==> src/dispPkg.sv <==
package dispPkg;

    // --------------------
    // 640x480 line timing, in pixel clocks
    // --------------------
    localparam int hDisplay = 640;
    localparam int hFront   = 16;
    localparam int hSync    = 96;
    localparam int hBack    = 48;
    localparam int hTotal   = 800;

    // frame timing, in lines
    localparam int vDisplay = 480;
    localparam int vBottom  = 11;
    localparam int vSync    = 2;
    localparam int vTop     = 31;
    localparam int vTotal   = 524;

    // position counter widths
    localparam int hCountW  = 10;
    localparam int vCountW  = 10;

    // negative sync for this mode
    localparam logic syncActive = 1'b0;

    // --------------------
    // phase codes shared by both timing FSMs
    // --------------------
    localparam logic [1:0] phDisplay = 2'd0;
    localparam logic [1:0] phFront   = 2'd1;
    localparam logic [1:0] phSync    = 2'd2;
    localparam logic [1:0] phBack    = 2'd3;

    // TMDS control tokens, index is {c1, c0}
    localparam logic [9:0] ctrlTok00 = 10'b1101010100;
    localparam logic [9:0] ctrlTok01 = 10'b0010101011;
    localparam logic [9:0] ctrlTok10 = 10'b0101010100;
    localparam logic [9:0] ctrlTok11 = 10'b1010101011;

    // test pattern select
    localparam logic patBars     = 1'b0;
    localparam logic patGradient = 1'b1;
    localparam int   barWidth    = 80;

    // one pixel, seen as named colours or as TMDS channel bytes
    // ch[0] blue, ch[1] green, ch[2] red
    typedef union packed {
        struct packed {
            logic [7:0] red;
            logic [7:0] green;
            logic [7:0] blue;
        } rgb;
        logic [2:0][7:0] ch;
    } pixel_u;

endpackage

==> src/pixelPattern.sv <==
`timescale 1ns/1ps

module pixelPattern (
    input  logic                        pixelClk,
    input  logic                        arstN,
    input  logic                        patternSel,
    input  logic                        hsync,
    input  logic                        vsync,
    input  logic                        de,
    input  logic                        frameStart,
    input  logic [dispPkg::hCountW-1:0] xPos,
    input  logic [dispPkg::vCountW-1:0] yPos,
    output dispPkg::pixel_u             pixel,
    output logic                        pDe,
    output logic                        pHsync,
    output logic                        pVsync
);

    import dispPkg::*;

    logic                patQ;
    logic                patCur;
    logic [hCountW-1:0]  barQuot;
    logic [2:0]          barIdx;
    pixel_u              pixelNext;

    // --------------------
    // pattern select
    // --------------------
    // new choice takes effect on the frame's first pixel
    assign patCur = frameStart ? patternSel : patQ;

    always_ff @(posedge pixelClk or negedge arstN) begin
        if (!arstN) begin
            patQ <= patBars;
        end else if (frameStart) begin
            patQ <= patternSel;
        end
    end

    // bar number 0..7 across the line
    assign barQuot = xPos / hCountW'(barWidth);
    assign barIdx  = barQuot[2:0];

    // --------------------
    // colour generation
    // --------------------
    always_comb begin
        pixelNext = '0;
        if (de) begin
            if (patCur == patGradient) begin
                pixelNext.rgb.red   = xPos[7:0];
                pixelNext.rgb.green = yPos[7:0];
                // wraps mod 256
                pixelNext.rgb.blue  = xPos[7:0] + yPos[7:0];
            end else begin
                // white yellow cyan green magenta red blue black
                pixelNext.rgb.red   = {8{~barIdx[1]}};
                pixelNext.rgb.green = {8{~barIdx[2]}};
                pixelNext.rgb.blue  = {8{~barIdx[0]}};
            end
        end
    end

    // registered pixel word
    always_ff @(posedge pixelClk or negedge arstN) begin
        if (!arstN) begin
            pixel <= '0;
        end else begin
            pixel <= pixelNext;
        end
    end

    // controls delayed to stay aligned with the pixel
    always_ff @(posedge pixelClk or negedge arstN) begin
        if (!arstN) begin
            pDe    <= 1'b0;
            pHsync <= ~syncActive;
            pVsync <= ~syncActive;
        end else begin
            pDe    <= de;
            pHsync <= hsync;
            pVsync <= vsync;
        end
    end

endmodule

==> config.mk <==
export PLATFORM = sky130hd
export DESIGN_NAME = pixelPattern
export DESIGN_NICKNAME = d
export VERILOG_FILES = /design/src/dispPkg.sv /design/src/pixelPattern.sv
export SDC_FILE = /design/constraint.sdc
export NUM_CORES = 1
export LEC_CHECK = 0
export ABC_AREA = 1
export CAP_MARGIN = 20
export CORE_MARGIN = 1.5
export CORE_UTILIZATION = 53
export CTS_CLUSTER_DIAMETER = 120
export DETAILED_ROUTE_END_ITERATION = 12
export DONT_BUFFER_PORTS = 1
export GPL_TIMING_DRIVEN = 0
export PLACE_DENSITY = 0.7
export SLEW_MARGIN = 15
export SYNTH_ARGS = -nofsm -noshare
export SYNTH_HDL_FRONTEND = slang
export SYNTH_SLANG_ARGS = --single-unit
==> constraint.sdc <==
create_clock -name pixelClk -period 1.4 [get_ports pixelClk]
set_input_delay 0.28 -clock pixelClk [delete_from_list [all_inputs] [get_ports pixelClk]]
set_output_delay 0.28 -clock pixelClk [all_outputs]
set_load 0.05 [all_outputs]
Yosys cells after proc, flatten, opt, wreduce, memory -nomap -nowiden --
Index checks and enable logic that the tools add are counted.
Word-level totals: flip-flop bits (word level) 28, input bits 27, output and inout bits 27, word-level logic and storage cells 13
Cells by class: div/mod/pow operators 1, add/subtract/negate cells 1, multiplexer cells 3, bitwise logic cells 3
Operators with widths (count):
- $mux 24 | 2
- $div 10x7->10 const B | 1
- $add 8x8->8 | 1
- $not 1->1 | 3
- $mux 1 | 1

Logic depth before layout (Yosys ltp) --
depth in word-level cells 4, mapped depth 11, depth with buffers taken out 11

Worst setup path after synthesis --
Ideal clock, no wire load.
path kind in2reg, from input xPos[0] in the netlist's numbering, to register pixel[4] in the netlist's numbering, stages on the path 8, buffers on the path 0, required time 1281 ps, data arrival time 1374 ps, path slack -93 ps, setup time 119 ps, cell sequence ha_1 > fa_1 > nand2_1 > nand2_1 > a21oi_1 > nand2_1 > a21oi_1 > nor2_1
RTL lines:
- start, declared | RTL line pixelPattern.sv:11 | input logic [dispPkg::hCountW-1:0] xPos,
- end signal, assigned | RTL line pixelPattern.sv:70 | pixel <= pixelNext;
- end, declared | RTL line pixelPattern.sv:13 | output dispPkg::pixel_u pixel,

Worst setup path after layout --
from register pHsync, to output pHsync
RTL lines:
- start, declared | RTL line pixelPattern.sv:15 | output logic pHsync,
- start signal, assigned | RTL line pixelPattern.sv:78 | pHsync <= ~syncActive;
- start signal, assigned | RTL line pixelPattern.sv:82 | pHsync <= hsync;
No word-level cell between the ends.

==> impl_metrics.toml <==
[timing]
slew_headroom = 0.632
skew_ps = 10.0
fin_setup_tns_ps = 0
setup_violations = 0
fin_hold_ws_ps = 91.5
rsz0062_at_grt = "false"
period_share = 0.934
tightestPinTransition_ps = 552
max_freq_mhz = 765
min_period_ps = 1310
drv_slew = 0
worst_slack_ps = 92.5
hold_viol = 0

[floorplanning]
die_w_um = 55.9
die_area_mm2 = 0.00313
core_area_mm2 = 0.00271
die_y_um = 55.9
start_util = 0.548
io_pins = 54
rows = 19

[run_status]
run_status = "complete, no violations"

[final_layout]
final_cell_mix = "nand2_1 (48), dfrtp_1 (26), a21oi_1 (20), nor2_1 (19)"
final_nets = 224
n_antenna_cell = 0
drive_gt1_frac = 0.197
area_delta_synth_final_pct = 11.2
final_common_cell = "nand2_1"

[setup_path]
arrival_ps = 1030
crit_fanout = 1
cp-start-kind = "flop"
cp_data_required_time_ps = 1120
worstSetupPathType = "flop to primary output"
r2r_start = "patQ$_DFF_PN0_"
critical_path.startpoint = "pHsync$_DFF_PN1_"
critPathCaptureType = "primary output"

[clock_network]
path_clk_slew_ps = 150
cts_root_buffer = "clkbuf_4"
insertion_delay_ps = 320
cts_buffers = 3
cts_tree = "yes"
cts_sinks = 28
clock_path_buffers = 2
cts_max_level = 1

[grt]
grt_pass1_wl_um = 5140
grt-ovfl-total = 0
grt_use_total = 0.212
grt_pass1_vias = 1135
grt_antenna_before_repair = 0
grt_max_degree = 29

[routing]
vias = 1197
postRouteAntennaNets = 0
via_per_inst = 5.47
drcViolationCount = 0
wl_um = 3210
drt_iter0_drc = 24
routedWlPerCell_um = 14.6
firstDrtPassIters = 4

[pwr]
p_leak_nw = 0.814
ir_worst_vdd_mv = 0.859
p_per_area_mw_per_mm2 = 1140

[worst_hold_path]
hold_path_class = "input pin to flop"
worstHoldStart = "yPos[6]"

[placement]
gp_congestion = 0.838
portBuffers = 0
dpl.hpwl_um = 2450
place_ws_ps = -132

[synth]
syn_avg_cell_area_um2 = 8.39
ys_ff_latch = 28
synth.yosys.warnings = 0
syn_area_mm2 = 0.00149
netlist_instances = 177
synth_cell_type_count = 26
postSynthNetCount = 212
yosysSeqAreaShare = 0.473

[run]
maxCapViolCount = 0
-- power breakdown --
part	leakage [nW]	switching, mW	internal, mW
registers	0.352	0.290	0.882
logic	0.447	0.228	0.145
clock network	0.0150	0.220	0.111
total	0.814	0.738	1.14
-- through the flow --
stage,total power [mW],cell area [µm²],utilization,instances
2_1_floorplan,1.45,1500,-,177
3_3_place_gp,1.51,1540,0.569,208
3_5_place_dp,1.52,1540,0.569,208
4_1_cts,1.87,1640,0.604,217
5_1_grt,1.96,1650,0.609,219
6_report,1.88,1650,0.609,219
-- final cells by class --
cell class / count / area, µm²
fillers: 253 / 1060
multi-input cells: 134 / 751
flip-flops and latches: 28 / 703
repair buffers: 7 / 75.1
inverters: 13 / 48.8
well taps: 31 / 38.8
clock buffers: 4 / 26.3
plain buffers: 2 / 8.76
-- metal layers --
layer | wire [µm] | up-vias | global-route usage
met5 | 0 | - | 0
met4 | 22 | 0 | 0.0578
met3 | 235 | 2 | 0.0442
met2 | 1600 | 42 | 0.371
met1 | 1340 | 552 | 0.266
li1 | - | 601 | -
-- final timing paths --
kind	slack, ps	end	depth (start not counted)
setup / recovery	90	pHsync	0
hold / removal	90	pixel[14]$_DFF_PN0_	2
setup reg to reg	140	pixel[21]$_DFF_PN0_	5
hold reg to reg	780	pixel[14]$_DFF_PN0_	3
max in group asynchronous	800	pVsync$_DFF_PN1_	2
min in group asynchronous	380	pixel[8]$_DFF_PN0_	2
-- state kept, by name, summed over array words and instances, names as in the netlist --
register  flops
patQ          1
pVsync        1
pixel        24
pHsync        1
pDe           1
-- kinds of logic (layout without fill, tap and decap cells) --
| kind of cell | after synthesis | in the layout | synth area share |
|---|---|---|---|
| and+or+nand+nor | 91 | 91 | 0.269 |
| adders and majority gates | 8 | 8 | 0.0724 |
| xor gates and xnor gates | 1 | 1 | 0.00590 |
| AOI/OAI and AO/OA | 34 | 34 | 0.141 |
| buffers and inverters | 15 | 26 | 0.0387 |
| DFF | 28 | 28 | 0.473 |
-- synth_stat cells, drive strengths merged --
cell	number	area share
ha	7	0.059
inv	13	0.033
dfrtp	26	0.44
buf	1	0.0034
nor2	21	0.056
o21ai	3	0.013
or2	3	0.013
fa	1	0.013
nor3	1	0.0034
nand3	9	0.034
o21bai	1	0.0051
nand2	54	0.15
nand4	3	0.013
dfstp	2	0.035
clkbuf	1	0.0025
o21a	1	0.0051
xor2	1	0.0059
a21oi	29	0.12
-- what timing repair did --
item,4_1_cts,5_1_grt
hold buffers,5,0
gates resized for setup,1,0
endpoints found under the setup margin,17,10
pin swaps,1,1
setup buffers,0,2
hold endpoints to repair,31,0
No activity file was read; power rests on OpenSTA's default activity.
