===== src/dispPkg.sv =====
package dispPkg;

    // --------------------
    // 640x480 line timing, in pixel clocks
    // --------------------
    localparam int hDisplay = 640;
    localparam int hFront   = 16;
    localparam int hSync    = 96;
    localparam int hBack    = 48;
    localparam int hTotal   = 800;

    // frame timing, in lines
    localparam int vDisplay = 480;
    localparam int vBottom  = 11;
    localparam int vSync    = 2;
    localparam int vTop     = 31;
    localparam int vTotal   = 524;

    // position counter widths
    localparam int hCountW  = 10;
    localparam int vCountW  = 10;

    // negative sync for this mode
    localparam logic syncActive = 1'b0;

    // --------------------
    // phase codes shared by both timing FSMs
    // --------------------
    localparam logic [1:0] phDisplay = 2'd0;
    localparam logic [1:0] phFront   = 2'd1;
    localparam logic [1:0] phSync    = 2'd2;
    localparam logic [1:0] phBack    = 2'd3;

    // TMDS control tokens, index is {c1, c0}
    localparam logic [9:0] ctrlTok00 = 10'b1101010100;
    localparam logic [9:0] ctrlTok01 = 10'b0010101011;
    localparam logic [9:0] ctrlTok10 = 10'b0101010100;
    localparam logic [9:0] ctrlTok11 = 10'b1010101011;

    // test pattern select
    localparam logic patBars     = 1'b0;
    localparam logic patGradient = 1'b1;
    localparam int   barWidth    = 80;

    // one pixel, seen as named colours or as TMDS channel bytes
    // ch[0] blue, ch[1] green, ch[2] red
    typedef union packed {
        struct packed {
            logic [7:0] red;
            logic [7:0] green;
            logic [7:0] blue;
        } rgb;
        logic [2:0][7:0] ch;
    } pixel_u;

endpackage


===== src/dispCounter.sv =====
`timescale 1ns/1ps

module dispCounter (
    input  logic                        pixelClk,
    input  logic                        arstN,
    output logic [dispPkg::hCountW-1:0] hCount,
    output logic [dispPkg::vCountW-1:0] vCount,
    output logic                        lineEnd,
    output logic                        frameEnd
);

    import dispPkg::*;

    // --------------------
    // end of line / frame
    // --------------------

    // last pixel clock of the line
    assign lineEnd  = (hCount == hCountW'(hTotal - 1));

    // last pixel clock of the last line
    assign frameEnd = lineEnd && (vCount == vCountW'(vTotal - 1));

    // --------------------
    // horizontal position
    // --------------------
    always_ff @(posedge pixelClk or negedge arstN) begin
        if (!arstN) begin
            hCount <= '0;
        end else if (lineEnd) begin
            // wrap back to first pixel
            hCount <= '0;
        end else begin
            hCount <= hCount + hCountW'(1);
        end
    end

    // --------------------
    // vertical position
    // --------------------
    always_ff @(posedge pixelClk or negedge arstN) begin
        if (!arstN) begin
            vCount <= '0;
        end else if (frameEnd) begin
            // wrap to line 0 after the top porch
            vCount <= '0;
        end else if (lineEnd) begin
            // one step per full line
            vCount <= vCount + vCountW'(1);
        end
    end

endmodule


===== config.mk =====
export PLATFORM = sky130hd
export DESIGN_NAME = dispCounter
export DESIGN_NICKNAME = d
export VERILOG_FILES = /design/src/dispPkg.sv /design/src/dispCounter.sv
export SDC_FILE = /design/constraint.sdc
export NUM_CORES = 1
export LEC_CHECK = 0
export BUFFER_PORTS_ARGS = -buffer_cell sky130_fd_sc_hd__buf_2
export CAP_MARGIN = 20
export CORE_ASPECT_RATIO = 0.75
export CORE_UTILIZATION = 42
export CTS_CLUSTER_SIZE = 40
export DETAILED_ROUTE_END_ITERATION = 8
export PLACE_DENSITY = 0.68
export SLEW_MARGIN = 15
export SYNTH_ARGS = -nofsm -noshare
export SYNTH_HDL_FRONTEND = slang
export SYNTH_SLANG_ARGS = --single-unit

===== constraint.sdc =====
create_clock -name pixelClk -period 1.9 [get_ports pixelClk]
set_clock_uncertainty 0.2 [all_clocks]
set_input_delay 0.38 -clock pixelClk [delete_from_list [all_inputs] [get_ports pixelClk]]
set_output_delay 0.38 -clock pixelClk [all_outputs]
set_load 0.1 [all_outputs]

# Yosys cells after proc, flatten, opt, wreduce, memory -nomap -nowiden
# Index checks and enable logic that the tools add are counted.
[totals]
ff_bits = 20
elab_cells = 11
out_inout_bits = 22
inputBits = 2
[classes]
addsub = 2
mux = 3
n_reduce_logical = 2
n_eq_ne = 2
[ops]
columns = ["operator", "n"]
rows = [
  ["two-way mux 10 bit", 3],
  ["adder 10 x 1 -> 10 bit, second input constant", 2],
  ["equality test 10 bit, second input constant", 2],
  ["nonzero test 2 bit", 1],
  ["logical AND 1 bit", 1],
]

# Longest topological paths before layout
# Gate-level depths: netlist of the first run.
[depth]
word_depth = 3
depth_mapped = 6
ltp_nobuf = 6

# Worst setup path before layout of the first run
# No wires, ideal clock.
[synth_path]
path_kind = "reg2out"
start = "register hCount[0] in the netlist's numbering"
end = "output port frameEnd"
path_stages_with_launch = 5
setup_slack_ns = -1.271
required_ns = 1.320
t_arrival_ns = 2.591
n_path_buf = 0
path_cell_list = "dfrtp_1 > ha_1 > nand4_2 > or3_4 > nor2_4"
[synth_between]
elab_chain_cells = 2
[synth_lines]
columns = ["element", "line_no", "text"]
rows = [
  ["start, declared", "dispCounter.sv:6", "output logic [dispPkg::hCountW-1:0] hCount,"],
  ["start signal, assigned", "dispCounter.sv:34", "hCount <= hCount + hCountW'(1);"],
  ["equality test 10 bit", "dispCounter.sv:19", "assign lineEnd = (hCount == hCountW'(hTotal - 1));"],
  ["logical AND 1 bit", "dispCounter.sv:22", "assign frameEnd = lineEnd && (vCount == vCountW'(vTotal - 1));"],
  ["end, declared", "dispCounter.sv:9", "output logic frameEnd"],
]
# Every way passes these cells.

# Worst setup path in the final report of the first run
[layout_path]
start = "register hCount[7] in the netlist's numbering"
end = "output port frameEnd"
# Same word-level chain as after synthesis.

==> results.cfg, run 1 <==
[critical_path]
crit_path_end_kind = output port
worst_setup_path_start_kind = flip-flop
startpoint = hCount[7]
r2r_setup_slack_ns = -0.58
r2r_end = vCount[8]
critPathSlowestCell = dfrtp_4
crit_path_cell_trace = or3_4, or3_4, nor2_4, buf_12
crit_fanout = 3
reg2reg_depth = 11
cp_data_arrival_time_ns = 1.96
max_stage_delay_ns = 0.49
crit_top_cell = or3_4
required_ns = 1.32
path_class = reg2out
rr_startpoint = hCount[7]

[power_and_ir_drop]
clkPwrFrac_pct = 44.1
finalPower_uw = 778.6
vdd_ir_drop_max_v = 0.0006820
swShare_pct = 17.74
power.density_nw_per_um2 = 483.9
p_int_uw = 640.5
pwr-share-seq_pct = 54.6
combPwrFrac_pct = 1.3
p_sw_uw = 138.1
leakage_uw = 0.0008060

[die]
pin_count = 24
rows = 14
die_y_um = 43.96
start_util_pct = 46.90
die_x_um = 57.95
die_area_um2 = 2547
core_area_um2 = 2102

[cells_and_area]
area_growth_syn_to_layout_pct = 63.20
antenna_cells = 0
mostFrequentLayoutCells = 21 x buf_4, 17 x buf_2, 9 x nand3_1, 8 x dfrtp_2
fillCellCount = 127
layout-drive-gt1-share_pct = 61.64
seqCellArea_um2 = 536.8
multi_input_area_um2 = 540.5
final_common_cell = buf_4
nets = 151

[synthesis]
synthCells = 90
synth_top_area_share_pct = 50.76
synthDistinctLibCells = 29
ys_seq_area_share_pct = 50.76
netlist_area_um2 = 985.9
synth_seq_cells = 20
syn_avg_cell_area_um2 = 10.95
synth_top_cell_by_area = dfrtp_1
syn-num-nets = 94
ys_warn_count = 0
yosys-top-cells-area = dfrtp_1 51%, xnor2_1 6.2%, nand3_1 5.6%, xor2_1 5.3%, nor4_4 4.3%

[flow_run]
maxCapViolations = 0

[timing]
rsz0062_at_grt = true
period_needed_ns = 2.540
tns_ns = -6.037
layout_setup_ws_ns = -0.6403
hold_ws_ns = 0.3317
finalHoldViolations = 0
slew_viol_final = 0
setup-violations-final = 16
timing.final.crit_share_pct = 133.7
clock.fmax_ghz = 0.3937
worstMarginPinSlew_ns = 0.4928
max_slew_margin_pct = 67.37

[grt]
grt_max_degree = 21
grt_usage_pct = 22.03
grt-ovfl-total = 0
antenna_found_initial = 0
grt_pass1_wl_mm = 4.057
first_global_vias = 885

[routing]
vias = 878
wl_per_cell_um = 15.19
drc_errors = 1
dr.pass1.iters = 6
avgViaCountPerCell = 5.165
first_iter_violations = 17
drtAntennaViolNets = 0
wirelength_mm = 2.582

[clocking]
clock_path_buffers = 2
htreeDepth = 1
cts.sinks = 20
cts_buffers = 3
clkTransAtPathRegs_ns = 0.12
clk-insertion-delay-late_ns = 0.30
cts_root_buf = clkbuf_4
cts_tree = built

[place]
portBuffers = 23
dpl.hpwl_mm = 1.665
dpl_worst_slack_ns = -0.2966
gp_congestion = 0.8115

[outcome]
violations = DRC, setup timing
status = complete, but fails checks

[hold_path]
hold_path_class = reg2reg
hold_depth = 1
hold_path_startpoint = hCount[9]
hold_path_end = hCount[9]
==> how the worst max path moves through the flow <==
stage                           to  slack (ns)  depth (start not counted)
after detailed placement  frameEnd       -0.30                          4
after CTS                 frameEnd       -0.64                          4
final                     frameEnd       -0.64                          4
after global routing      frameEnd       -0.70                          4
after floorplan           frameEnd       -0.78                          4
after global placement    frameEnd       -0.29                          4
==> registers in the layout, summed over array words and instances (netlist names) <==
name,count
vCount,10
hCount,10
==> logic make-up (layout without fill, tap and decap cells) <==
group | count (synthesis) | count (layout) | share of synthesized area [%]
compound gates | 7 | 7 | 4.188
buf+inv | 6 | 62 | 3.173
simple gates | 42 | 42 | 27.79
flops | 20 | 20 | 50.76
xor+xnor | 13 | 13 | 11.55
fa+ha+maj | 2 | 2 | 2.538
==> critical path: cells and delay by family, from the launching register on <==
family,cells,cell delay [ns]
flip-flops,1,0.49
AND/OR/NAND/NOR,3,0.98
buffers and inverters,1,0.18
==> final cells by class <==
cell class | count | share of cell area (%)
multi-input cells | 64 | 33.59
flip-flops and latches | 20 | 33.36
repair buffers | 53 | 26.44
clock inverters | 1 | 1.866
well taps | 24 | 1.866
inverters | 5 | 1.477
clock buffers | 3 | 1.400
==> synth_stat cells, drive strengths merged <==
cell / n
dfrtp: 20
nand3: 11
nor2: 10
xnor2: 7
xor2: 6
nor4: 5
inv: 4
and3: 3
nand4: 3
o21ai: 3
and2: 2
ha: 2
nand2: 2
nor3: 2
or3: 2
a21oi: 1
a31oi: 1
buf: 1
clkinv: 1
nor4b: 1
o21a: 1
o31ai: 1
or2: 1
==> through the flow <==
stage	area (um^2)	instances	utilization (%)
after CTS	1551	168	73.81
after floorplan	1047	90	-
final	1609	170	76.55
after global placement	1369	157	65.12
after detailed placement	1369	157	65.12
after global routing	1609	170	76.55
==> layer usage <==
| layer | vias up | global-route usage (%) | part of all wire, % |
|---|---|---|---|
| li1 | 431 | - | - |
| met1 | 421 | 28.98 | 45 |
| met2 | 20 | 35.86 | 50 |
| met3 | 6 | 6.866 | 3.2 |
| met4 | 0 | 5.238 | 1.7 |
| met5 | - | 0 | 0 |
==> timing repair <==
item,in CTS,in global routing
pin swaps,9,10
gates resized for setup,13,15
hold buffers,1,0
buffers inserted,7,4
endpoints found under the hold margin,20,0
endpoints found under the setup margin,13,21
==> power by group through the flow <==
stage                     Clock, uW  Combinational [uW]  Sequential (uW)
after floorplan                   0            0.000210              434
after CTS                       353                11.0              425
after global routing            373                12.2              425
final                           343                10.4              425
after global placement            0                9.19              434
after detailed placement          0                9.53              434
No activity file was read; power rests on OpenSTA's default activity.
==> run 2, diff against run 1 <==
--- a/config.mk
+++ b/config.mk
@@ -12,6 +12,7 @@
 export CTS_CLUSTER_SIZE = 40
 export DETAILED_ROUTE_END_ITERATION = 8
 export PLACE_DENSITY = 0.68
+export SKIP_LAST_GASP = 1
 export SLEW_MARGIN = 15
 export SYNTH_ARGS = -nofsm -noshare
 export SYNTH_HDL_FRONTEND = slang
==> run 2 against run 1 <==
The run still ends with DRC, setup timing left; critical path depth did not move; global-route usage rose by 0.19 points; wire length fell by 1.8%; non-clock buffer count fell by 2; hold slack got worse by 0.0053 ns; cell count fell by 1.2%; clock-buffer cell count did not move; combinational power barely moved; sequential share of layout area rose by 0.58 points; core utilization fell by 1.3 points; largest power group unchanged.
==> results.cfg, run 2 (synthesis results as in run 1) <==
[power_and_ir_drop]
swShare_pct = 17.55
pwr-share-seq_pct = 54.7
p_int_uw = 640.5
clkPwrFrac_pct = 43.9
finalPower_uw = 776.8
power.density_nw_per_um2 = 491.2
combPwrFrac_pct = 1.3
p_sw_uw = 136.3
vdd_ir_drop_max_v = 0.0006807
leakage_uw = 0.0007925

[cells_and_area]
final_util_pct = 75.24
seqCellArea_um2 = 536.8
area_growth_syn_to_layout_pct = 60.41
fillCellCount = 139
layout-drive-gt1-share_pct = 60.42
multi_input_area_um2 = 535.5
final_cell_area_um2 = 1582
final_common_cell = buf_4
nets = 149
antenna_cells = 0
reg.largest.list = hCount: 10 flops, vCount: 10 flops
mostFrequentLayoutCells = 21 x buf_4, 17 x buf_2, 9 x nand3_1, 8 x dfrtp_2

[critical_path]
crit_fanout = 3
path_class = reg2out
rr_startpoint = hCount[7]
crit_path_end_kind = output port
r2r_end = vCount[8]
reg2reg_depth = 10
startpoint = hCount[7]
cp_data_arrival_time_ns = 1.96
r2r_setup_slack_ns = -0.47
worst_setup_path_start_kind = flip-flop
required_ns = 1.32
crit_end = frameEnd

[clocking]
cts_root_buf = clkbuf_4
cts_tree = built
htreeDepth = 1
clock_path_buffers = 2
cts.sinks = 20
clkTransAtPathRegs_ns = 0.12
cts_buffers = 3
clk-insertion-delay-late_ns = 0.30

[timing]
period_needed_ns = 2.538
rsz0062_at_grt = true
tns_ns = -5.147
timing.final.crit_share_pct = 133.6
worstMarginPinSlew_ns = 0.4879
max_slew_margin_pct = 67.70
finalHoldViolations = 0
clock.fmax_ghz = 0.3940
layout_setup_ws_ns = -0.6379
setup-violations-final = 15
slew_viol_final = 0

[place]
portBuffers = 23
dpl_cell_area_um2 = 1369
gp_congestion = 0.8115
dpl.hpwl_mm = 1.665
dpl_worst_slack_ns = -0.2966

[grt]
first_global_vias = 856
grt-ovfl-total = 0
grt_max_degree = 21
grt_pass1_wl_mm = 4.036
grt_usage_pct = 22.22
antenna_found_initial = 0

[die]
die_area_um2 = 2547
rows = 14
pin_count = 24
die_y_um = 43.96
start_util_pct = 46.90
die_x_um = 57.95
core_area_um2 = 2102

[routing]
avgViaCountPerCell = 5.244
drt-met1-wl_mm = 1.088
first_iter_violations = 25
dr_wl_met3_um = 151
vias = 881
drc_errors = 1
wl_per_cell_um = 15.10
met2_length_mm = 1.265
dr.pass1.iters = 6
drtAntennaViolNets = 0
highest_layer = met4
wirelength_mm = 2.536

[hold_path]
hold_path_class = reg2reg

[flow_run]
maxCapViolations = 0

[outcome]
violations = DRC, setup timing
status = complete, but fails checks
-- run 2: cell types whose count changed in the layout (fill, tap and decap cells not counted), sizes merged --
| cell | before | now |
|---|---|---|
| buf | 48 | 46 |
-- run 2: final cells by class --
cell class	instances	area share (%)
flip-flops and latches	20	33.94
clock buffers	3	1.424
multi-input cells	64	33.86
well taps	24	1.899
clock inverters	1	1.899
repair buffers	51	25.47
inverters	5	1.503
-- run 2: worst min-delay path by stage --
stage	start	endpoint	slack [ns]	cells past startpoint
2_1_floorplan	arstN	hCount[2]	-0.12	0
4_1_cts	hCount[9]	hCount[9]	0.33	1
6_report	hCount[9]	hCount[9]	0.33	1
3_5_place_dp	arstN	hCount[0]	0.15	1
5_1_grt	hCount[9]	hCount[9]	0.34	1
3_3_place_gp	arstN	hCount[0]	0.15	1
-- run 2: power by group through the flow --
stage / logic (uW) / registers, uW / clock network [uW]
after floorplan: 0.000210 / 434 / 0
after global placement: 9.19 / 434 / 0
after detailed placement: 9.53 / 434 / 0
after CTS: 11.0 / 425 / 353
after global routing: 12.2 / 425 / 368
final: 10.4 / 425 / 341
-- run 2: repair_timing --
item,4_1_cts,5_1_grt
hold buffers,1,0
buffers inserted,7,5
gates cloned,0,0
pin swaps,8,9
gates resized for setup,10,18
endpoints found under the setup margin,13,21
endpoints found under the hold margin,20,0
-- run 2: through the flow --
step / hold WS (ns) / cells
after CTS: 0.3290 / 168
after floorplan: -0.1156 / 90
after detailed placement: 0.1549 / 157
after global placement: 0.1474 / 157
final: 0.3264 / 168
after global routing: 0.3420 / 168
-- run 2: routing by layer --
layer	vias up	track usage (%)
li1	425	-
met1	426	29.55
met2	26	35.17
met3	4	6.567
met4	0	7.143
met5	-	0
-- run 2: critical path: stages, from the launching register on --
cell,delay (ns)
dfrtp_4,0.49
or3_4,0.41
or3_4,0.44
nor2_4,0.14
buf_12,0.19
==> run 3, diff against run 2 <==
--- a/config.mk
+++ b/config.mk
@@ -11,7 +11,7 @@
 export CORE_UTILIZATION = 42
 export CTS_CLUSTER_SIZE = 40
 export DETAILED_ROUTE_END_ITERATION = 8
-export PLACE_DENSITY = 0.68
+export PLACE_DENSITY = 0.76
 export SKIP_LAST_GASP = 1
 export SLEW_MARGIN = 15
 export SYNTH_ARGS = -nofsm -noshare
==> run 3 against run 2 <==
Highest routed layer unchanged; global-route usage increased by 0.15 points; sequential share of layout area increased by 2.2 points; final area decreased by 6.0%; the flow still finishes with violations (DRC, setup timing); critical path depth unchanged; hold slack improved by 0.0027 ns; core utilization decreased by 4.5 points.
==> results.cfg, run 3 (synthesis results as in run 1) <==
[routing]
vias = 860
drc_errors = 1
drtAntennaViolNets = 0
dr.pass1.iters = 6
wirelength_mm = 2.451
first_iter_violations = 24
avgViaCountPerCell = 5.212
wl_per_cell_um = 14.85

[cells_and_area]
seqCellArea_um2 = 536.8
nets = 146
mostFrequentLayoutCells = 21 x buf_4, 16 x buf_2, 9 x nand3_1, 9 x nor2_1
reg.largest.list = hCount: 10 flops, vCount: 10 flops
final_common_cell = buf_4
antenna_cells = 0
multi_input_area_um2 = 500.5
area_growth_syn_to_layout_pct = 50.76
fillCellCount = 154
layout-drive-gt1-share_pct = 56.03

[die]
start_util_pct = 46.90
die_x_um = 57.95
pin_count = 24
rows = 14
die_y_um = 43.96
core_area_um2 = 2102
die_area_um2 = 2547

[power_and_ir_drop]
power.density_nw_per_um2 = 465.2
p_sw_uw = 147.2
vdd_ir_drop_max_v = 0.0003431
swShare_pct = 21.29
pwr-share-seq_pct = 61.5
leakage_uw = 0.0007268
clkPwrFrac_pct = 37.0
combPwrFrac_pct = 1.5
p_int_uw = 544.3

[timing]
max_slew_margin_pct = 67.40
setup-violations-final = 13
timing.final.crit_share_pct = 132.1
finalHoldViolations = 0
slew_viol_final = 0
worstMarginPinSlew_ns = 0.4924
layout_setup_ws_ns = -0.6101
hold_ws_ns = 0.3291
period_needed_ns = 2.510
rsz0062_at_grt = true
clock.fmax_ghz = 0.3984

[place]
dpl.hpwl_mm = 1.785
gp_congestion = 0.8488
portBuffers = 23
dpl_worst_slack_ns = -0.2878

[grt]
grt_pass1_wl_mm = 4.008
first_global_vias = 835
antenna_found_initial = 0
grt_usage_pct = 22.37
grt_max_degree = 21
grt-ovfl-total = 0

[critical_path]
required_ns = 1.32
cp_data_arrival_time_ns = 1.93
crit_fanout = 3
path_class = reg2out
crit_path_end_kind = output port
worst_setup_path_start_kind = flip-flop

[clocking]
clkTransAtPathRegs_ns = 0.12
cts_tree = built
htreeDepth = 1
cts_root_buf = clkbuf_4
clk-insertion-delay-late_ns = 0.31
cts.sinks = 20
cts_buffers = 3
clock_path_buffers = 2

[hold_path]
hold_path_class = reg2reg

[outcome]
status = complete, but fails checks
violations = DRC, setup timing

[flow_run]
maxCapViolations = 0
==> run 3: power by group through the flow <==
stage | logic [uW] | clock network, uW | registers (uW)
finish | 10.3 | 256 | 425
global route | 12.3 | 290 | 425
CTS | 11.0 | 264 | 425
detailed placement | 9.39 | 0 | 434
global placement | 9.32 | 0 | 434
floorplan | 0.000210 | 0 | 434
==> run 3: worst paths after layout <==
path	startpoint	end	slack, ns	cells after the start
worst max register to register	hCount[7]	vCount[2]	-0.21	7
max in group asynchronous	arstN	vCount[0]	0.81	2
worst max-delay path	hCount[7]	frameEnd	-0.61	4
worst min-delay path	hCount[9]	hCount[9]	0.33	1
worst min register to register	hCount[9]	hCount[9]	0.33	1
min in group asynchronous	arstN	vCount[7]	0.34	2
==> run 3: cell type report <==
| class | instances | area share, % |
|---|---|---|
| Sequential cell | 20 | 36.11 |
| Multi-Input combinational cell | 64 | 33.67 |
| Timing Repair Buffer | 48 | 24.16 |
| Clock buffer | 4 | 2.441 |
| Tap cell | 24 | 2.020 |
| Inverter | 5 | 1.599 |
==> run 3: routing by layer <==
layer / GRT usage [%] / up-vias / routed length [um]
li1: - / 415 / -
met1: 31.23 / 417 / 1169
met2: 32.41 / 24 / 1144
met3: 6.567 / 4 / 103
met4: 10.00 / 0 / 34
met5: 0 / - / 0
==> run 3: metrics by stage <==
step / power (uW) / std cells / instance area, um^2 / TNS (ns) / utilization, %
2_1_floorplan: 434.0 / 90 / 1047 / -5.439 / -
4_1_cts: 700.5 / 161 / 1416 / -1.669 / 67.38
3_5_place_dp: 443.4 / 155 / 1354 / -0.8574 / 64.40
5_1_grt: 727.8 / 165 / 1486 / -2.743 / 70.71
3_3_place_gp: 443.3 / 155 / 1354 / -0.4811 / 64.40
6_report: 691.5 / 165 / 1486 / -2.143 / 70.71
==> run 3: critical path, cell delays in order (launching register included) <==
cell	delay (ns)
dfrtp_4	0.49
or3_4	0.40
or3_4	0.43
nor2_4	0.13
buf_12	0.18
==> run 3: timing repair <==
action                                 4_1_cts  5_1_grt
pin swaps                                    0        5
hold buffers                                 1        0
setup endpoints to repair                    9       14
resized for setup                            2       12
endpoints found under the hold margin       20        0
setup buffers                                1        5
