**config.mk**
```make
export PLATFORM = sky130hd
export DESIGN_NAME = dispTimingFsm
export DESIGN_NICKNAME = d
export VERILOG_FILES = /design/src/dispPkg.sv /design/src/dispTimingFsm.sv
export SDC_FILE = /design/constraint.sdc
export NUM_CORES = 1
export LEC_CHECK = 0
export BUFFER_PORTS_ARGS = -buffer_cell sky130_fd_sc_hd__buf_4
export CAP_MARGIN = 20
export CORE_MARGIN = 3
export CORE_UTILIZATION = 50
export CTS_CLUSTER_DIAMETER = 50
export DETAILED_ROUTE_END_ITERATION = 7
export GPL_TIMING_DRIVEN = 0
export PLACE_DENSITY = 0.82
export SKIP_LAST_GASP = 1
export SLEW_MARGIN = 20
export SYNTH_ARGS = -nofsm -noshare
export SYNTH_HDL_FRONTEND = slang
export SYNTH_SLANG_ARGS = --single-unit
```
**constraint.sdc**
```tcl
create_clock -name pixelClk -period 3.1 [get_ports pixelClk]
set_input_delay 0.465 -clock pixelClk [delete_from_list [all_inputs] [get_ports pixelClk]]
set_output_delay 0.465 -clock pixelClk [all_outputs]
set_load 0.05 [all_outputs]
```
**src/dispPkg.sv**
```systemverilog
package dispPkg;

    // --------------------
    // 640x480 line timing, in pixel clocks
    // --------------------
    localparam int hDisplay = 640;
    localparam int hFront   = 16;
    localparam int hSync    = 96;
    localparam int hBack    = 48;
    localparam int hTotal   = 800;

    // frame timing, in lines
    localparam int vDisplay = 480;
    localparam int vBottom  = 11;
    localparam int vSync    = 2;
    localparam int vTop     = 31;
    localparam int vTotal   = 524;

    // position counter widths
    localparam int hCountW  = 10;
    localparam int vCountW  = 10;

    // negative sync for this mode
    localparam logic syncActive = 1'b0;

    // --------------------
    // phase codes shared by both timing FSMs
    // --------------------
    localparam logic [1:0] phDisplay = 2'd0;
    localparam logic [1:0] phFront   = 2'd1;
    localparam logic [1:0] phSync    = 2'd2;
    localparam logic [1:0] phBack    = 2'd3;

    // TMDS control tokens, index is {c1, c0}
    localparam logic [9:0] ctrlTok00 = 10'b1101010100;
    localparam logic [9:0] ctrlTok01 = 10'b0010101011;
    localparam logic [9:0] ctrlTok10 = 10'b0101010100;
    localparam logic [9:0] ctrlTok11 = 10'b1010101011;

    // test pattern select
    localparam logic patBars     = 1'b0;
    localparam logic patGradient = 1'b1;
    localparam int   barWidth    = 80;

    // one pixel, seen as named colours or as TMDS channel bytes
    // ch[0] blue, ch[1] green, ch[2] red
    typedef union packed {
        struct packed {
            logic [7:0] red;
            logic [7:0] green;
            logic [7:0] blue;
        } rgb;
        logic [2:0][7:0] ch;
    } pixel_u;

endpackage

```
**src/dispTimingFsm.sv**
```systemverilog
`timescale 1ns/1ps

module dispTimingFsm (
    input  logic                        pixelClk,
    input  logic                        arstN,
    input  logic [dispPkg::hCountW-1:0] hCount,
    input  logic [dispPkg::vCountW-1:0] vCount,
    input  logic                        lineEnd,
    input  logic                        frameEnd,
    output logic                        hsync,
    output logic                        vsync,
    output logic                        de,
    output logic                        frameStart,
    output logic [dispPkg::hCountW-1:0] xPos,
    output logic [dispPkg::vCountW-1:0] yPos
);

    import dispPkg::*;

    // phase of the current hCount / vCount
    logic [1:0] hState;
    logic [1:0] vState;

    // --------------------
    // horizontal FSM
    // --------------------
    // state moves on the last count of each phase,
    // so hState always matches hCount
    always_ff @(posedge pixelClk or negedge arstN) begin
        if (!arstN) begin
            hState <= phDisplay;
        end else begin
            case (hState)
                phDisplay: if (hCount == hCountW'(hDisplay - 1)) hState <= phFront;
                phFront:   if (hCount == hCountW'(hDisplay + hFront - 1)) hState <= phSync;
                phSync: begin
                    if (hCount == hCountW'(hDisplay + hFront + hSync - 1)) begin
                        hState <= phBack;
                    end
                end
                default:   if (lineEnd) hState <= phDisplay;
            endcase
        end
    end

    // --------------------
    // vertical FSM
    // --------------------
    // only steps at line end, looking at the line about to finish
    always_ff @(posedge pixelClk or negedge arstN) begin
        if (!arstN) begin
            vState <= phDisplay;
        end else if (lineEnd) begin
            case (vState)
                phDisplay: if (vCount == vCountW'(vDisplay - 1)) vState <= phFront;
                phFront:   if (vCount == vCountW'(vDisplay + vBottom - 1)) vState <= phSync;
                phSync: begin
                    if (vCount == vCountW'(vDisplay + vBottom + vSync - 1)) begin
                        vState <= phBack;
                    end
                end
                // top porch ends with the frame
                default:   if (frameEnd) vState <= phDisplay;
            endcase
        end
    end

    // --------------------
    // registered outputs
    // --------------------
    // one clock behind the counters
    always_ff @(posedge pixelClk or negedge arstN) begin
        if (!arstN) begin
            hsync      <= ~syncActive;
            vsync      <= ~syncActive;
            de         <= 1'b0;
            frameStart <= 1'b0;
            xPos       <= '0;
            yPos       <= '0;
        end else begin
            hsync      <= (hState == phSync) ? syncActive : ~syncActive;
            vsync      <= (vState == phSync) ? syncActive : ~syncActive;
            de         <= (hState == phDisplay) && (vState == phDisplay);
            // first active pixel of the frame
            frameStart <= (hCount == '0) && (vCount == '0);
            // active area starts at count 0, so counts are the coordinates
            xPos       <= (hState == phDisplay) ? hCount : '0;
            yPos       <= (vState == phDisplay) ? vCount : '0;
        end
    end

endmodule

```
# Word level (Yosys, flattened, before mapping)

Cells that the tools add are included.

Flip-flop bits (word level): 28
Bits in latches: 0
RAM bits: 0
ROM bits: 0
Word-level logic and storage cells: 48
Memories kept: 0

Add/subtract/negate cells: 0
$mul: 0
Div/mod/pow operators: 0
$lt $le $gt $ge: 0
Equality and inequality tests: 16
Shift-type cells: 0
Mux-type cells: 14
Bitwise gates (word level): 0
Reductions and logical operators: 10

Operators by type and width:

| operator                                                          | number |
|---|---|
| 10-bit == test (second input constant)                            | 3 |
| 10-bit by 9-bit == test with 1-bit output (second input constant) | 3 |
| 10-bit zero test                                                  | 2 |
| 10-bit two-way mux                                                | 2 |
| 2-bit two-way mux                                                 | 8 |
| 2-bit inequality test (second input constant)                     | 6 |
| 2-bit case mux with 3 select lines                                | 2 |
| 4-bit nonzero test                                                | 2 |
| 5-bit AND reduction                                               | 1 |
| 2-bit by 1-bit == test with 1-bit output (second input constant)  | 2 |
| 2-bit == test (second input constant)                             | 2 |
| 2-bit zero test                                                   | 2 |
| 4-bit AND reduction                                               | 1 |
| 1-bit logical AND                                                 | 2 |
| 1-bit two-way mux                                                 | 2 |

# Logic depth before layout (Yosys ltp)

Gate-level depths: netlist of the first run.

Depth after elaboration: 3
Gate-level depth with buffers: 6

# Least setup slack after synthesis of the first run

No wires, ideal clock.

Path kind: input-to-reg
Start: in hCount[6] (netlist name)
End: reg hState[1]
Arrival: 1.806 ns
Path slack: 1.168 ns
Stages on the path: 4
Path buffers: 0
Cell sequence: or3_1 a211o_1 a221o_1 mux2_4

Word-level cells in the longest chain between the ends: 3

RTL lines:

| item                                     | line                                                          | text |
|---|---|---|
| from (decl)                              | dispTimingFsm.sv:6                                            | `input logic [dispPkg::hCountW-1:0] hCount,` |
| 10-bit == test (on tied branches)        | dispTimingFsm.sv:37, dispTimingFsm.sv:34, dispTimingFsm.sv:35 |  |
| 2-bit inequality test (no source line)   | n/a                                                           |  |
| 4-bit AND reduction (no source line) (*) | n/a                                                           |  |
| to (signal assigned)                     | dispTimingFsm.sv:35                                           | `phFront: if (hCount == hCountW'(hDisplay + hFront - 1)) hState <= phSync;` |
| to (signal assigned)                     | dispTimingFsm.sv:38                                           | `hState <= phBack;` |
| to (signal assigned)                     | dispTimingFsm.sv:41                                           | `default: if (lineEnd) hState <= phDisplay;` |
| to (decl)                                | dispTimingFsm.sv:21                                           | `logic [1:0] hState;` |

Every way passes the cells marked *; elsewhere a longest branch is shown, timed or not.
A chain may end at the register's enable or synchronous reset.

# Worst setup path in the final report of the first run

Start: reg hState[1]
End: reg hState[1]

Word-level cells in the longest chain between the ends: 3

RTL lines:

| item                                                                         | line                | text |
|---|---|---|
| from (signal assigned)                                                       | dispTimingFsm.sv:31 | `hState <= phDisplay;` |
| from (signal assigned)                                                       | dispTimingFsm.sv:34 | `phDisplay: if (hCount == hCountW'(hDisplay - 1)) hState <= phFront;` |
| from (signal assigned)                                                       | dispTimingFsm.sv:35 |  |
| 2-bit == test, or another cell as far along                                  | dispTimingFsm.sv:33 | `case (hState)` |
| 2-bit inequality test (no source line) or 4-bit nonzero test (tied branches) | n/a                 |  |
| 4-bit AND reduction (no source line)                                         | n/a                 |  |

Parallel ways exist; a longest one is shown, timed or not.

==> results of run 1 <==
==> metrics by stage <==
| stage | instance area [sq um] | hold slack, ps | util, % | setup slack [ps] |
|---|---|---|---|---|
| 6_report | 1610 | 41.0 | 71.5 | 1210 |
| 5_1_grt | 1610 | 47.0 | 71.5 | 1050 |
| 4_1_cts | 1610 | 41.1 | 71.5 | 1200 |
| 3_5_place_dp | 1590 | 405 | 70.5 | 970 |
| 3_3_place_gp | 1590 | 391 | 70.5 | 985 |
| 2_1_floorplan | 1200 | 169 | - | 1170 |
==> cells by family (layout without fill, tap and decap cells) <==
| logic type | after synthesis | count (layout) | synth area share, % |
|---|---|---|---|
| AO/OA/AOI/OAI | 10 | 10 | 6.46 |
| adder cells (fa/ha/maj) | 6 | 6 | 6.25 |
| buffers and inverters | 9 | 59 | 2.81 |
| AND/OR/NAND/NOR | 46 | 46 | 23.7 |
| flip-flops | 28 | 28 | 58.5 |
| multiplexers | 2 | 2 | 2.19 |
==> power by group through the flow <==
stage | Combinational, uW | Sequential (uW) | Clock (uW)
2_1_floorplan | 267 | 824 | 0
3_3_place_gp | 779 | 524 | 0
3_5_place_dp | 800 | 529 | 0
4_1_cts | 803 | 520 | 151
5_1_grt | 863 | 531 | 162
6_report | 797 | 520 | 143
==> registers in the layout, indices dropped and copies added, names as in the netlist <==
| register | cells |
|---|---|
| frameStart | 1 |
| xPos | 10 |
| de | 1 |
| hsync | 1 |
| hState | 2 |
| yPos | 10 |
| vState | 2 |
| vsync | 1 |
==> worst register-to-register path, cell delays in order (launching register included) <==
cell and delay, ps:
dfrtp_1 430, inv_1 90, ha_1 220, nor3_1 80
a211o_1 280, a221o_1 390, mux2_4 310
==> layer usage <==
metal	track usage (%)	share of wire, %	vias to the layer above
li1	-	-	455
met1	22.5	40	461
met2	32.9	53	33
met3	2.68	6.4	2
met4	7.29	0.70	0
met5	0	0	-
==> cell type report <==
class                      instances  area [sq um]
clock buffer                       3          22.5
multi-input combinational         64           464
buffer                             2          7.51
tap                               28          35.0
sequential                        28           703
fill                             186           643
timing repair buffer              47           353
inverter                           7          26.3
==> path summary, 6_finish.rpt <==
| path | startpoint | end | cells past startpoint |
|---|---|---|---|
| max | hState[1] | hState[1] | 6 |
| max in group asynchronous | arstN | vsync | 1 |
| min in group pixelClk | vCount[3] | frameStart | 2 |
| max reg2reg | hState[1] | hState[1] | 6 |
| min | arstN | yPos[2] | 1 |
| min reg2reg | vState[1] | vState[1] | 1 |
==> synthesized netlist by cell type (all sizes together) (2+ instances only) <==
cell / n / area, sq um
nand4: 4 / 25.0
nor3: 2 / 10.0
ha: 6 / 75.1
a21oi: 2 / 10.0
and2: 21 / 133
mux2: 2 / 26.3
nor4: 6 / 37.5
dfstp: 2 / 52.6
clkbuf: 2 / 7.51
dfrtp: 26 / 651
or4: 2 / 15.0
nor2: 4 / 15.0
inv: 7 / 26.3
==> out/qor.csv, run 1 <==
metric;value;unit
Slew headroom;71.2;%
Pwr Total;1460;uW
Mapped Nets;131;
non-filler instance count after layout;179;
DP HPWL;1980;microns
flops & latches, synth;28;
pwr dens;906;mW/mm^2
largest net degree at the start of global routing;29;
first-pass GRT wire length;4040;microns
Syn Std Cell Area;0.00120;sq mm
grt ovf;0;
Port Buf Inserts;47;
initial antenna violation count;0;
critical path data arrival time;2110;ps
peak supply drop;0.578;mV
drt pass-1 iters;4;
CP top delay family;compound AO/OA/AOI/OAI gates;
Pint;800;uW
Worst-Skew Late Latency;310;ps
row count;17;
root buf cell;clkbuf_4;
fmax;530;MHz
H-Tree Depth;1;
initial drt markers;17;
startpoint types;flip-flop;
vias in the first global route;928;
Die W;55.0;microns
CTS tree;built;
crit path time final;1890;ps
Routed Wire Length;2560;microns
Async S/R FF share, synth;100;%
Buf+Inv Stages, Crit Path;1;
P_sw;659;uW
Chip Height;55.0;microns
TNS Setup;0;ps
CP required;3320;ps
Synth Instances;101;
Leak;0.000820;uW
most common cell after layout, fill and taps aside;buf_4;
post-cts hold buffer count;0;
Routability Congestion;0.766;
max incr delay on CP;430;ps
CP max FO;5;
worst slew pin tran;428;ps
Post-synth EDFFs;0;
Clk pwr share;9.8;%
synthesized area per cell;11.9;sq um
Max-Cap Viols;0;
sequential share of the synthesized area;58.5;%
Switching Fraction;45.2;%
Worst-path clk slew;140;ps
Layout area overhead;34.2;%
# setup viols final;0;
DRC;0;
Final Hold Violating Endpoints;0;
Logic pwr share;54.6;%
critical path class;reg2reg;
top_reg_cell synth;dfrtp_1;
CP Capture Type;flip-flop;
Sink Count;28;
RSZ-0062 raised after global routing;false;
Die Footprint;0.00303;sq mm
most frequent cells in the layout;buf_4, dfrtp_1, and2_1;
vias per cell;5.31;
Initial Util;53.3;%
Placed Instances;176;
worst hold path type;in2async;
Yosys Warn Count;0;
fin nets;183;
r2r setup slk;1210;ps
TritonCTS Buffers;3;
core footprint;0.00225;sq mm
Setup Skew;6.95;ps
cts repair resizes;0;
DR vias;951;
Max Buffers Root-to-Sink;2;
cells along the critical path;inv_1 -> ha_1 -> nor3_1 -> a211o_1 -> a221o_1 -> mux2_4;
wire length per cell;14.3;microns
Worst path slowest cell;dfrtp_1;
total track usage;18.5;%
IO Count;48;
status;finished clean;
Max Slew Vio Count;0;
Final Cycle Share;60.9;%
ANT nets after route;0;
Flop pwr share;35.6;%
layout cells sized above 1;35.8;%
post-CTS setup buffer count;0;
# diodes;0;
Netlist cell types;30;
(Power assumes the default switching activity.)
==> run 2, diff against run 1 <==
--- a/config.mk
+++ b/config.mk
@@ -8,11 +8,11 @@
 export BUFFER_PORTS_ARGS = -buffer_cell sky130_fd_sc_hd__buf_4
 export CAP_MARGIN = 20
 export CORE_MARGIN = 3
-export CORE_UTILIZATION = 50
+export CORE_UTILIZATION = 42
 export CTS_CLUSTER_DIAMETER = 50
 export DETAILED_ROUTE_END_ITERATION = 7
 export GPL_TIMING_DRIVEN = 0
-export PLACE_DENSITY = 0.82
+export PLACE_DENSITY = 0.74
 export SKIP_LAST_GASP = 1
 export SLEW_MARGIN = 20
 export SYNTH_ARGS = -nofsm -noshare
==> constraint.sdc (replaced) <==
create_clock -name pixelClk -period 1.7 [get_ports pixelClk]
set_input_delay 0.255 -clock pixelClk [delete_from_list [all_inputs] [get_ports pixelClk]]
set_output_delay 0.255 -clock pixelClk [all_outputs]
set_load 0.05 [all_outputs]
==> out/qor.csv, run 2 (same netlist as run 1, synthesis figures left out) <==
metric;value;unit
status;finished with violations;
failing checks;negative setup slack;
Sink Count;28;
CP required;1930;ps
row count;18;
Slew headroom;76.9;%
total track usage;15.7;%
first-pass GRT wire length;4130;microns
initial antenna violation count;0;
startpoint types;flip-flop;
wire length per cell;13.9;microns
PnR worst setup slack;-81.4;ps
core footprint;0.00259;sq mm
r2r setup slk;-80;ps
layer with the highest usage;met2;
DP HPWL;1970;microns
drt pass-1 iters;4;
Setup Skew;0.707;ps
fmax;561;MHz
Final Hold Violating Endpoints;0;
pwr dens;1680;mW/mm^2
# diodes;0;
Initial Util;46.4;%
fin nets;189;
Die Footprint;0.00354;sq mm
DRC;0;
critical path data arrival time;2010;ps
hold path start;vCount[7];
critical path class;reg2reg;
# setup viols final;2;
Max-Cap Viols;0;
met2 Track Usage GR;27.1;%
IO Count;48;
max incr delay on CP;460;ps
Port Buf Inserts;47;
H-Tree Depth;1;
crit path time final;1780;ps
Chip Height;59.5;microns
cells along the critical path;inv_2 -> ha_4 -> nor3_1 -> a211o_1 -> a221o_1 -> mux2_4;
most common cell after layout, fill and taps aside;buf_4;
ANT nets after route;0;
pre-CTS setup slack;-166;ps
Layout area overhead;45.7;%
initial drt markers;14;
fill count;200;
root buf cell;clkbuf_4;
Leak;0.000861;uW
hold path depth;2;
vias per cell;4.99;
Buf+Inv Stages, Crit Path;1;
RSZ-0062 raised after global routing;true;
grt ovf;0;
met3 GRT Util;2.83;%
reg-to-reg endpoint;hState[1];
vias in the first global route;976;
worst slew pin tran;346;ps
Routed Wire Length;2620;microns
Die W;59.5;microns
Worst path slowest cell;dfrtp_1;
DR vias;938;
biggest regs;xPos: 10 flops, yPos: 10 flops;
TNS Setup;-121;ps
GR Util met1;18.9;%
worst hold path type;in2reg;
CP Capture Type;flip-flop;
reg-to-reg startpoint;hState[1];
TritonCTS Buffers;3;
largest net degree at the start of global routing;29;
Max Slew Vio Count;0;
cells on worst reg2reg path;6;
CP top delay family;compound AO/OA/AOI/OAI gates;
CP max FO;4;
CTS tree;built;
Worst-Skew Late Latency;320;ps
hold-critical path endpoint;frameStart;
peak supply drop;1.08;mV
Max Buffers Root-to-Sink;2;
Worst-path clk slew;140;ps
layout cells sized above 1;44.3;%
most frequent cells in the layout;buf_4, dfrtp_1, and2_1;
Routability Congestion;0.707;
Final Cycle Share;105;%
[run 2: cell count changes in the layout (fill, tap and decap cells not counted), moves of 4 or more]
| cell | previous run | this run |
|---|---|---|
| buf_4 | 47 | 51 |
| ha_1 | 6 | 2 |
| ha_4 | 0 | 4 |
| inv_1 | 7 | 3 |
| inv_2 | 0 | 4 |
[run 2: what timing repair did]
item | 4_1_cts | 5_1_grt
pin swaps | 2 | 4
resized for setup | 7 | 7
hold endpoints to repair | 26 | 0
setup endpoints to repair | 2 | 3
setup buffers | 2 | 3
cloned | 0 | 0
hold buffers | 1 | 0
[run 2: report_power, final]
| group | internal (uW) | switching [uW] |
|---|---|---|
| Clock | 131 | 189 |
| Combinational | 641 | 1030 |
| Sequential | 877 | 85.1 |
[run 2: per-stage QoR]
stage | utilization (%) | cells | hold WS (ps) | power, uW | area, sq um
floorplan | - | 101 | -40.6 | 2000 | 1200
global placement | 61.5 | 178 | 182 | 2390 | 1590
detailed placement | 61.5 | 178 | 191 | 2440 | 1590
CTS | 65.3 | 185 | 74.8 | 2850 | 1690
global route | 67.6 | 188 | 57.9 | 3140 | 1750
finish | 67.6 | 188 | 79.5 | 2950 | 1750
[run 2: worst max-delay path by stage]
stage                     slack, ps         to  startpoint  depth (start not counted)
after CTS                       -70  hState[1]   hState[0]                          5
after detailed placement       -170  hState[1]   hCount[6]                          5
after global placement         -170  hState[1]   hCount[6]                          5
final                           -80  hState[1]   hState[1]                          6
after floorplan                   9  hState[1]   hCount[6]                          4
after global routing           -110  vState[1]   vState[0]                          6
[run 2: per-layer routing]
layer	part of all wire, %	up-vias
met5	0	-
met4	1.5	0
met3	4.7	5
met2	53	19
met1	41	445
li1	-	469
[run 2: layout make-up]
| cell class | instances | area (sq um) | share of cell area (%) |
|---|---|---|---|
| flip-flops and latches | 28 | 703 | 40.2 |
| multi-input cells | 64 | 536 | 30.6 |
| repair buffers | 53 | 404 | 23.1 |
| well taps | 30 | 37.5 | 2.14 |
| clock buffers | 4 | 36.3 | 2.07 |
| inverters | 7 | 26.3 | 1.50 |
| plain buffers | 2 | 7.51 | 0.429 |
[run 2: worst reg2reg max path, stage by stage (launching register included)]
cell and delay [ps]:
dfrtp_1 460, inv_2 120, ha_4 150, nor3_1 50
a211o_1 250, a221o_1 360, mux2_4 310
==> run 3, diff against run 2 <==
--- a/config.mk
+++ b/config.mk
@@ -12,7 +12,7 @@
 export CTS_CLUSTER_DIAMETER = 50
 export DETAILED_ROUTE_END_ITERATION = 7
 export GPL_TIMING_DRIVEN = 0
-export PLACE_DENSITY = 0.74
+export PLACE_DENSITY_LB_ADDON = 0.05
 export SKIP_LAST_GASP = 1
 export SLEW_MARGIN = 20
 export SYNTH_ARGS = -nofsm -noshare
==> out/qor.csv, run 3 (same netlist as run 1, synthesis figures left out) <==
metric;value;unit
critical path class;reg2reg;
Chip Height;59.5;microns
fmax;562;MHz
initial antenna violation count;0;
root buf cell;clkbuf_4;
fin nets;190;
failing checks;negative setup slack;
pre-CTS setup slack;-180;ps
fill count;201;
Leak;0.000852;uW
IO Count;48;
Worst-Skew Late Latency;320;ps
grt ovf;0;
DRC;0;
Die Footprint;0.00354;sq mm
Layout area overhead;43.8;%
drt pass-1 iters;4;
CP Capture Type;flip-flop;
largest net degree at the start of global routing;29;
DR vias;973;
CP required;1930;ps
Slew headroom;76.3;%
# diodes;0;
DP HPWL;2010;microns
vias in the first global route;1031;
row count;18;
TNS Setup;-116;ps
status;finished with violations;
Max Slew Vio Count;0;
core footprint;0.00259;sq mm
startpoint types;flip-flop;
RSZ-0062 raised after global routing;true;
PnR worst setup slack;-78.3;ps
Max-Cap Viols;0;
wire length per cell;15.0;microns
Max Buffers Root-to-Sink;2;
Setup Skew;5.99;ps
most frequent cells in the layout;buf_4, dfrtp_1, and2_1;
H-Tree Depth;1;
layout cells sized above 1;44.3;%
Initial Util;46.4;%
total track usage;17.4;%
most common cell after layout, fill and taps aside;buf_4;
Die W;59.5;microns
TritonCTS Buffers;3;
# setup viols final;3;
peak supply drop;1.09;mV
Worst-path clk slew;150;ps
vias per cell;5.18;
pwr dens;1680;mW/mm^2
Sink Count;28;
crit path time final;1780;ps
Port Buf Inserts;47;
Design Area, Final;0.00173;sq mm
worst hold path type;in2reg;
Routed Wire Length;2830;microns
Final Hold Violating Endpoints;0;
first-pass GRT wire length;4550;microns
CTS tree;built;
Routability Congestion;0.706;
CP max FO;4;
Final Cycle Share;105;%
initial drt markers;26;
placed cell area;0.00159;sq mm
worst slew pin tran;352;ps
biggest regs;xPos: 10 flops, yPos: 10 flops;
critical path data arrival time;2000;ps
ANT nets after route;0;
[run 3: path summary, 6_finish.rpt]
path                       startpoint         end  slack, ps  depth (start not counted)
hold / removal              vCount[3]  frameStart         90                          2
hold reg to reg             vState[1]   vState[1]        540                          1
max in group asynchronous       arstN       vsync       1020                          2
min in group asynchronous       arstN          de        370                          2
setup reg to reg            hState[0]   hState[1]        -80                          5
setup / recovery            hState[0]   hState[1]        -80                          5
[run 3: metal layers]
metal	wire length, microns	vias up	share of wire (%)	track usage, %
met5	0	-	0	0
met4	14	0	0.50	6.80
met3	174	2	6.2	3.70
met2	1510	28	53	32.0
met1	1130	474	40	19.2
li1	-	469	-	-
[run 3: metrics by stage]
step                      util (%)  std cells  total power, uW  hold slack (ps)
after floorplan                  -        101             2000            -40.6
after global placement        61.5        178             2390              184
after detailed placement      61.5        178             2430              191
after CTS                     64.9        185             2800             77.6
after global routing          66.7        188             3100             65.4
final                         66.7        188             2910             90.3
[run 3: final cells by class]
type | count | area (sq um) | share of cell area [%]
Buffer | 2 | 7.51 | 0.435
Multi-Input combinational cell | 64 | 522 | 30.2
Tap cell | 30 | 37.5 | 2.17
Clock buffer | 3 | 22.5 | 1.30
Sequential cell | 28 | 703 | 40.7
Timing Repair Buffer | 54 | 408 | 23.6
Inverter | 7 | 26.3 | 1.52
[run 3: what timing repair did]
action,in CTS,in global routing
setup endpoints to repair,2,3
pin swaps,1,3
hold buffers,1,0
setup buffers,3,3
gates resized for setup,6,5
hold endpoints to repair,26,0
[run 3: where the power goes]
| part | total [uW] | internal, uW | switching (uW) |
|---|---|---|---|
| logic | 1680 | 645 | 1040 |
| clock network | 267 | 82.9 | 184 |
| registers | 956 | 877 | 79.0 |
| total | 2910 | 1600 | 1300 |
[run 3: worst max-delay path, cell delays in order, from the launching register on]
cell and delay [ps]:
dfrtp_1 420, buf_4 150, ha_4 160, a211o_1 270, a221o_1 390, mux2_4 300
